### src/source/vid_pkg.sv
// Shared types and constants for the tile video subsystem
// Reduced raster: 80 pixels by 48 lines, of which 64 by 40 are visible
// The write address map assumes an 8-bit word-addressed bus
// Map, palette and scroll regions must not overlap
package vid_pkg;

    // Raster geometry in pixels and lines
    localparam int H_TOTAL  = 80;
    localparam int H_VIS    = 64;
    localparam int V_TOTAL  = 48;
    localparam int V_VIS    = 40;

    // Sync pulses, both limits inclusive
    localparam int HS_START = 68;
    localparam int HS_END   = 71;
    localparam int VS_START = 42;
    localparam int VS_END   = 43;

    // Write regions
    localparam logic [7:0] MAP_BASE0 = 8'h00;
    localparam logic [7:0] MAP_BASE1 = 8'h40;
    localparam logic [7:0] PAL_BASE  = 8'h80;
    localparam logic [7:0] SCR_BASE  = 8'hA0;

    localparam int MAP_WORDS = 64;
    localparam int PAL_WORDS = 32;
    localparam int SCR_WORDS = 4;

    typedef enum logic [2:0] {
        TGT_NONE,
        TGT_MAP0,
        TGT_MAP1,
        TGT_PAL,
        TGT_SCROLL
    } vid_target_e;

    // One decoded bus write, valid for a single clk
    typedef struct packed {
        vid_target_e tgt;
        logic [5:0]  idx;
        logic [15:0] data;
    } vid_wr_t;

    // Raster position
    typedef struct packed {
        logic [6:0] h;
        logic [5:0] v;
        logic       vis;
    } vid_pos_t;

    typedef struct packed {
        logic [5:0] hscr;
        logic [5:0] vscr;
    } vid_scroll_t;

endpackage

### src/source/vid_colmix.sv
// Colour mixer with a 32-entry RGB555 palette
// Layer 0 uses palette entries 16..31 and sits in front of layer 1,
// which uses entries 0..15
// Blanking flags are delayed two pixel ticks to match the layer pixels
// Output is forced black outside the visible area
`timescale 1ns/1ns

module vid_colmix (
    input  logic             clk,
    input  logic             rst_n,
    input  logic             pxl_cen,
    input  vid_pkg::vid_wr_t wr,
    input  logic [3:0]       pxl0,
    input  logic [3:0]       pxl1,
    input  logic             lhbl,
    input  logic             lvbl,
    output logic [4:0]       red,
    output logic [4:0]       green,
    output logic [4:0]       blue,
    output logic             lhbl_dly,
    output logic             lvbl_dly
);
    import vid_pkg::*;

    logic [14:0] pal_ram [PAL_WORDS];
    logic [4:0]  pal_idx;
    logic        lhbl_d1;
    logic        lvbl_d1;
    logic [14:0] rgb_q;

    always_ff @(posedge clk) begin
        if (wr.tgt == TGT_PAL) begin
            pal_ram[wr.idx[4:0]] <= wr.data[14:0];
        end
    end

    // Front layer wins unless transparent
    assign pal_idx = (pxl0 != 4'd0) ? {1'b1, pxl0} : {1'b0, pxl1};

    always_ff @(posedge clk) begin
        if (!rst_n) begin
            lhbl_d1  <= 1'b0;
            lvbl_d1  <= 1'b0;
            lhbl_dly <= 1'b0;
            lvbl_dly <= 1'b0;
            rgb_q    <= '0;
        end else if (pxl_cen) begin
            lhbl_d1  <= lhbl;
            lvbl_d1  <= lvbl;
            lhbl_dly <= lhbl_d1;
            lvbl_dly <= lvbl_d1;
            rgb_q    <= (lhbl_d1 && lvbl_d1) ? pal_ram[pal_idx] : 15'd0;
        end
    end

    assign red   = rgb_q[14:10];
    assign green = rgb_q[9:5];
    assign blue  = rgb_q[4:0];

endmodule

### src/source/vid_layer.sv
// One scrolling tile layer over a 64x64 pixel plane of 8x8 tiles
// The plane wraps in both directions
// Graphics ROM must return data one clk after the address is presented
// Fetch runs in the three clk after each pxl_cen, so pxl_cen must be
// at most one clk in four
// A nibble value of 0 means transparent
`timescale 1ns/1ns

module vid_layer #(
    parameter vid_pkg::vid_target_e MAP_TGT = vid_pkg::TGT_MAP0
) (
    input  logic                 clk,
    input  logic                 rst_n,
    input  logic                 pxl_cen,
    input  vid_pkg::vid_pos_t    pos,
    input  vid_pkg::vid_scroll_t scroll,
    input  vid_pkg::vid_wr_t     wr,
    output logic [10:0]          gfx_addr,
    input  logic [31:0]          gfx_data,
    output logic [3:0]           pxl
);
    import vid_pkg::*;

    logic [7:0]  map_ram [MAP_WORDS];
    logic [5:0]  plane_x;
    logic [5:0]  plane_y;
    logic [7:0]  tile_code;
    logic [2:0]  tile_row;
    logic [2:0]  tile_col;
    logic [31:0] row_data;
    logic [2:0]  fetch_st;

    // Scrolled plane coordinates, 6-bit sums wrap at 64
    assign plane_x = pos.h[5:0] + scroll.hscr;
    assign plane_y = pos.v + scroll.vscr;

    // Map entry index is tile row * 8 + tile column
    always_ff @(posedge clk) begin
        if (wr.tgt == MAP_TGT) begin
            map_ram[wr.idx] <= wr.data[7:0];
        end
    end

    // Fetch phases, one bit per clk after pxl_cen
    always_ff @(posedge clk) begin
        if (!rst_n) begin
            fetch_st <= '0;
        end else begin
            fetch_st <= {fetch_st[1:0], pxl_cen};
        end
    end

    always_ff @(posedge clk) begin
        // Map read
        if (fetch_st[0]) begin
            tile_code <= map_ram[{plane_y[5:3], plane_x[5:3]}];
            tile_row  <= plane_y[2:0];
            tile_col  <= plane_x[2:0];
        end
        // ROM data has settled by now
        if (fetch_st[2]) begin
            row_data <= gfx_data;
        end
    end

    assign gfx_addr = {tile_code, tile_row};

    // Column c lives in nibble c
    always_ff @(posedge clk) begin
        if (!rst_n) begin
            pxl <= '0;
        end else if (pxl_cen) begin
            pxl <= row_data[{tile_col, 2'b00} +: 4];
        end
    end

endmodule

### src/source/vid_mmr.sv
// Write decoder for the video address map
// One write per cpu_we strobe, no back-pressure and no read-back
// Writes outside every region are dropped (tgt stays TGT_NONE)
// Only the low 6 bits of each scroll word are kept
`timescale 1ns/1ns

module vid_mmr (
    input  logic                 clk,
    input  logic                 rst_n,
    input  logic                 cpu_we,
    input  logic [7:0]           cpu_addr,
    input  logic [15:0]          cpu_dout,
    output vid_pkg::vid_wr_t     wr,
    output vid_pkg::vid_scroll_t scroll0,
    output vid_pkg::vid_scroll_t scroll1
);
    import vid_pkg::*;

    vid_target_e dec_tgt;
    logic [5:0]  dec_idx;
    vid_target_e wr_tgt;
    logic [5:0]  wr_idx;
    logic [15:0] wr_data;

    function automatic logic in_region(input logic [7:0] addr, input logic [7:0] base,
                                       input int words);
        logic [7:0] off;
        off = addr - base;
        return (addr >= base) && (int'(off) < words);
    endfunction

    always_comb begin
        dec_tgt = TGT_NONE;
        dec_idx = '0;
        if (cpu_we) begin
            if (in_region(cpu_addr, MAP_BASE0, MAP_WORDS)) begin
                dec_tgt = TGT_MAP0;
                dec_idx = 6'(cpu_addr - MAP_BASE0);
            end else if (in_region(cpu_addr, MAP_BASE1, MAP_WORDS)) begin
                dec_tgt = TGT_MAP1;
                dec_idx = 6'(cpu_addr - MAP_BASE1);
            end else if (in_region(cpu_addr, PAL_BASE, PAL_WORDS)) begin
                dec_tgt = TGT_PAL;
                dec_idx = 6'(cpu_addr - PAL_BASE);
            end else if (in_region(cpu_addr, SCR_BASE, SCR_WORDS)) begin
                dec_tgt = TGT_SCROLL;
                dec_idx = 6'(cpu_addr - SCR_BASE);
            end
        end
    end

    always_ff @(posedge clk) begin
        if (!rst_n) begin
            wr_tgt <= TGT_NONE;
        end else begin
            wr_tgt <= dec_tgt;
        end
    end

    // Payload follows the strobe
    always_ff @(posedge clk) begin
        wr_idx  <= dec_idx;
        wr_data <= cpu_dout;
    end

    assign wr = '{tgt: wr_tgt, idx: wr_idx, data: wr_data};

    // Scroll words 0..3: L0 hscr, L0 vscr, L1 hscr, L1 vscr
    always_ff @(posedge clk) begin
        if (!rst_n) begin
            scroll0 <= '0;
            scroll1 <= '0;
        end else if (dec_tgt == TGT_SCROLL) begin
            case (dec_idx[1:0])
                2'd0: scroll0.hscr <= cpu_dout[5:0];
                2'd1: scroll0.vscr <= cpu_dout[5:0];
                2'd2: scroll1.hscr <= cpu_dout[5:0];
                default: scroll1.vscr <= cpu_dout[5:0];
            endcase
        end
    end

endmodule

### src/source/vid_timer.sv
// Raster counters for the reduced 80x48 frame
// Counters only move on pxl_cen, pos changes on that same clk
// lhbl and lvbl are high inside the visible area
// Sync and blanking are decoded from the counters, no extra latency
`timescale 1ns/1ns

module vid_timer (
    input  logic              clk,
    input  logic              rst_n,
    input  logic              pxl_cen,
    output vid_pkg::vid_pos_t pos,
    output logic              hs,
    output logic              vs,
    output logic              lhbl,
    output logic              lvbl
);
    import vid_pkg::*;

    logic [6:0] hcnt;
    logic [5:0] vcnt;

    always_ff @(posedge clk) begin
        if (!rst_n) begin
            hcnt <= '0;
            vcnt <= '0;
        end else if (pxl_cen) begin
            if (hcnt == 7'(H_TOTAL - 1)) begin
                hcnt <= '0;
                // New line
                if (vcnt == 6'(V_TOTAL - 1)) begin
                    vcnt <= '0;
                end else begin
                    vcnt <= vcnt + 6'd1;
                end
            end else begin
                hcnt <= hcnt + 7'd1;
            end
        end
    end

    // Visible window starts at 0,0
    assign lhbl = hcnt < 7'(H_VIS);
    assign lvbl = vcnt < 6'(V_VIS);

    assign hs = (hcnt >= 7'(HS_START)) && (hcnt <= 7'(HS_END));
    assign vs = (vcnt >= 6'(VS_START)) && (vcnt <= 6'(VS_END));

    assign pos = '{h: hcnt, v: vcnt, vis: lhbl & lvbl};

endmodule

### src/source/vid_top.sv
// Tile video subsystem top level
// Two scrolling tile layers over a 32-colour palette, no sprites
// Graphics ROM ports have a fixed one-clk read latency, no handshake
// rgb and the delayed blanking flags belong to the position that
// hdump and vdump showed two pxl_cen ticks earlier
`timescale 1ns/1ns

module vid_top (
    input  logic        clk,
    input  logic        rst_n,
    input  logic        pxl_cen,
    input  logic        cpu_we,
    input  logic [7:0]  cpu_addr,
    input  logic [15:0] cpu_dout,
    output logic [10:0] gfx0_addr,
    input  logic [31:0] gfx0_data,
    output logic [10:0] gfx1_addr,
    input  logic [31:0] gfx1_data,
    output logic [6:0]  hdump,
    output logic [5:0]  vdump,
    output logic        hs,
    output logic        vs,
    output logic        lhbl_dly,
    output logic        lvbl_dly,
    output logic [4:0]  red,
    output logic [4:0]  green,
    output logic [4:0]  blue
);
    import vid_pkg::*;

    vid_pos_t    pos;
    vid_wr_t     wr;
    vid_scroll_t scroll0;
    vid_scroll_t scroll1;
    logic        lhbl;
    logic        lvbl;
    logic [3:0]  pxl0;
    logic [3:0]  pxl1;

    assign hdump = pos.h;
    assign vdump = pos.v;

    vid_timer u_timer (
        .clk      ( clk      ),
        .rst_n    ( rst_n    ),
        .pxl_cen  ( pxl_cen  ),
        .pos      ( pos      ),
        .hs       ( hs       ),
        .vs       ( vs       ),
        .lhbl     ( lhbl     ),
        .lvbl     ( lvbl     )
    );

    vid_mmr u_mmr (
        .clk      ( clk      ),
        .rst_n    ( rst_n    ),
        .cpu_we   ( cpu_we   ),
        .cpu_addr ( cpu_addr ),
        .cpu_dout ( cpu_dout ),
        .wr       ( wr       ),
        .scroll0  ( scroll0  ),
        .scroll1  ( scroll1  )
    );

    // Front layer
    vid_layer #(.MAP_TGT(TGT_MAP0)) u_layer0 (
        .clk      ( clk       ),
        .rst_n    ( rst_n     ),
        .pxl_cen  ( pxl_cen   ),
        .pos      ( pos       ),
        .scroll   ( scroll0   ),
        .wr       ( wr        ),
        .gfx_addr ( gfx0_addr ),
        .gfx_data ( gfx0_data ),
        .pxl      ( pxl0      )
    );

    // Back layer
    vid_layer #(.MAP_TGT(TGT_MAP1)) u_layer1 (
        .clk      ( clk       ),
        .rst_n    ( rst_n     ),
        .pxl_cen  ( pxl_cen   ),
        .pos      ( pos       ),
        .scroll   ( scroll1   ),
        .wr       ( wr        ),
        .gfx_addr ( gfx1_addr ),
        .gfx_data ( gfx1_data ),
        .pxl      ( pxl1      )
    );

    vid_colmix u_colmix (
        .clk      ( clk      ),
        .rst_n    ( rst_n    ),
        .pxl_cen  ( pxl_cen  ),
        .wr       ( wr       ),
        .pxl0     ( pxl0     ),
        .pxl1     ( pxl1     ),
        .lhbl     ( lhbl     ),
        .lvbl     ( lvbl     ),
        .red      ( red      ),
        .green    ( green    ),
        .blue     ( blue     ),
        .lhbl_dly ( lhbl_dly ),
        .lvbl_dly ( lvbl_dly )
    );

endmodule

### config.mk
export PLATFORM = sky130hd
export DESIGN_NAME = vid_top
export DESIGN_NICKNAME = d
export VERILOG_FILES = /design/src/source/vid_pkg.sv /design/src/source/vid_colmix.sv /design/src/source/vid_layer.sv /design/src/source/vid_mmr.sv /design/src/source/vid_timer.sv /design/src/source/vid_top.sv
export SDC_FILE = /design/constraint.sdc
export NUM_CORES = 2
export LEC_CHECK = 0
export BUFFER_PORTS_ARGS = -buffer_cell sky130_fd_sc_hd__buf_4
export CAP_MARGIN = 20
export CELL_PAD_IN_SITES_DETAIL_PLACEMENT = 1
export CELL_PAD_IN_SITES_GLOBAL_PLACEMENT = 2
export CORE_MARGIN = 10
export CORE_UTILIZATION = 50
export DETAILED_ROUTE_END_ITERATION = 16
export PLACE_DENSITY_LB_ADDON = 0.1
export SETUP_SLACK_MARGIN = 0.15
export SLEW_MARGIN = 30
export SYNTH_ARGS = -nofsm -noshare
export SYNTH_HDL_FRONTEND = slang
export SYNTH_HIERARCHICAL = 1
export SYNTH_SLANG_ARGS = --single-unit
### constraint.sdc
create_clock -name clk -period 8.2 [get_ports clk]
set_input_delay 0.82 -clock clk [delete_from_list [all_inputs] [get_ports clk]]
set_output_delay 0.82 -clock clk [all_outputs]
set_load 0.01 [all_outputs]
==> qor.csv <==
stage,metric,value,unit
clock_network,PostCTS Resize Cnt,0,
timing,RSZ-0062 raised after global routing,no,
synth,Syn. warnings,6,
timing,final hold vios,0,
clock_network,CTS Sinks,1690,
clock_network,Post-CTS Setup Bufs,0,
worst_setup_path,cell family with most CP delay,buffers and inverters,
worst_setup_path,CP Max Fanout,143,
global_routing,overflow left after global routing,0,
global_routing,largest net degree at the start of global routing,144,
run_status,outcome,"complete, no violations",
timing,Max Clock Skew,28.5,ps
routing,DR pass1 iterations,6,
timing,minimum clock period,4950,ps
layout,share of post-route cells with drive strength above 1,0.154,
floorplan,total I/O pin count,146,
synth,mapped cell area,0.0671,mm²
floorplan,DIE AREA,0.149,mm²
worst_setup_path,CP dominant cell by count,mux2i_1,
worst_setup_path,Worst Setup End Kind,register,
clock_network,H-tree depth,4,
clock_network,Inserted Clock Buffers,175,
place,GP Congestion,0.813,
timing,Max Clock Freq,202,MHz
routing,vias,39100,
clock_network,root buf cell,clkbuf_16,
layout,final net count,4599,
worst_setup_path,CP max-delay cell,nor4_1,
routing,DR vias/cell,6.11,
worst_setup_path,worst path bufs/invs,2,
power_and_ir_drop,Power Total,18.0,mW
place,HPWL after detailed placement,115000,µm
floorplan,core area,0.133,mm²
worst_hold_path,worst hold path class,input pin to register,
timing,final setup vio count,0,
clock_network,# hold bufs at CTS,0,
synth,syn_area_per_cell,15.7,µm²
worst_setup_path,critical path type,register to register,
power_and_ir_drop,Max VDD drop,0.202,mV
worst_setup_path,worst path cell trace,ha_1 -> a21oi_2 -> a21boi_1 -> nor2_4 -> buf_12 -> buf_4 -> mux2i_1 -> mux2i_1 -> o22ai_1 -> nor4_1 -> and4_1,
timing,worst-margin pin slew,1020,ps
global_routing,number of global-route vias before repair,39200,
floorplan,Die X,386,µm
clock_network,Worst-path clk slew,60,ps
power_and_ir_drop,leakage,25.2,nW
timing,slew margin rel.,0.322,
job,max-cap violations,0,
layout,antenna cell count,0,
routing,drt first-iter violations,3716,
power_and_ir_drop,PwrDens,237,mW/mm²
floorplan,Die Span Y,386,µm
worst_setup_path,Required @ worst endpoint,8880,ps
layout,Sequential Area,0.0498,mm²
floorplan,Initial Util,0.503,
timing,pins over their slew limit,0,
global_routing,antenna violations before repair,3,
timing,TNS Setup,0,ps
routing,ANT nets after route,0,
floorplan,floorplan row count,134,
clock_network,TritonCTS clock tree,yes,
global_routing,GRT Overall Usage,0.246,
global_routing,first-pass GRT wire length,275000,µm
routing,routed wire length,189000,µm
synth,Post-Syn Nets,4399,
worst_setup_path,max incr delay on CP,740,ps
worst_setup_path,WP data arrival,5630,ps
layout,Area growth syn-to-layout,13.1,%
clock_network,Longest Clk Path Bufs,3,
routing,DRC viols,0,
layout,Fillers,12300,
worst_setup_path,nature of the critical path startpoint,register,
layout,final core occ,0.569,
routing,routed length per instance,29.5,µm
clock_network,Worst-Skew Late Latency,820,ps
place,IO Port Bufs,144,
timing,Tcrit/Tclk final,0.604,
synth,Synth Instances,4280,
layout,area of the multi-input gates,0.0163,mm²
-- registers in the layout, indices dropped and copies added (netlist names), 6 cells and up --
signal,count
u_layer1/row_data,32
u_mmr/wr_idx,6
u_colmix/pal_ram,480
u_mmr/scroll0,12
u_mmr/wr_data,15
u_colmix/rgb_q,15
u_layer0/tile_code,8
u_mmr/scroll1,12
u_layer1/tile_code,8
u_layer1/map_ram,512
u_timer/hcnt,7
u_layer0/map_ram,512
u_timer/vcnt,6
u_layer0/row_data,32
-- layout make-up --
type                    count  area share
repair buffers            246      0.0268
multi-input cells        2356       0.214
inverters                  11    0.000544
flip-flops and latches   1690       0.656
well taps                1768      0.0291
clock inverters            87      0.0113
clock buffers             232      0.0617
-- worst paths after layout --
check                                  startpoint                         endpoint  slack, ps  cells after the start
setup / recovery     u_timer/hcnt[3]$_SDFFE_PN0P_  u_layer1/tile_code[1]$_DFFE_PP_       3250                     11
setup reg to reg     u_timer/hcnt[3]$_SDFFE_PN0P_  u_layer1/tile_code[1]$_DFFE_PP_       3250                     11
hold / removal                        cpu_dout[7]         u_mmr/wr_data[7]$_DFF_P_        110                      1
hold reg to reg   u_layer1/fetch_st[1]$_SDFF_PN0_  u_layer1/fetch_st[2]$_SDFF_PN0_        420                      1
-- metal layers --
| metal | wire (µm) | vias up | track usage |
|---|---|---|---|
| met3 | 12300 | 256 | 0.0431 |
| met2 | 88600 | 1310 | 0.385 |
| li1 | - | 16900 | - |
| met4 | 4410 | 2 | 0.0642 |
| met1 | 83400 | 20600 | 0.357 |
| met5 | 15 | - | 0 |
-- metrics by stage --
step	setup slack, ps	instances	hold slack (ps)	cell area (µm²)
6_report	3250	6390	105	76000
3_3_place_gp	3370	6063	414	70100
3_5_place_dp	3310	6064	422	70200
4_1_cts	3310	6383	46.5	75700
5_1_grt	3100	6390	55.5	76000
2_1_floorplan	5060	4280	412	67100
-- cell usage in the layout (no fill, tap or decap), types with 18 or more instances in the layout --
cell type     n
a211oi_1     22
a21oi_1      54
a221oi_1     19
a22oi_1      37
a31oi_1      23
a32oi_1      32
and2_1       18
and3_1       23
buf_4       231
clkbuf_1     51
clkbuf_16   178
clkinv_1     29
clkinv_2     28
dfxtp_1      82
edfxtp_1   1596
ha_1         23
mux2i_1     313
mux4_2      117
nand2_1     690
nand2b_1     27
nand3_1     263
nand4_1      44
nor2_1      224
nor3_1       39
o21ai_0      25
o22ai_1      42
o32ai_1      21
-- power by group --
part	leakage (nW)	internal (mW)	switching (mW)	total, mW
logic	7.36	0.213	0.484	0.697
clock network	2.70	4.46	3.30	7.76
registers	15.1	9.47	0.0785	9.55
total	25.2	14.2	3.86	18.0
Note: power is estimated with default switching activity, not from simulation.
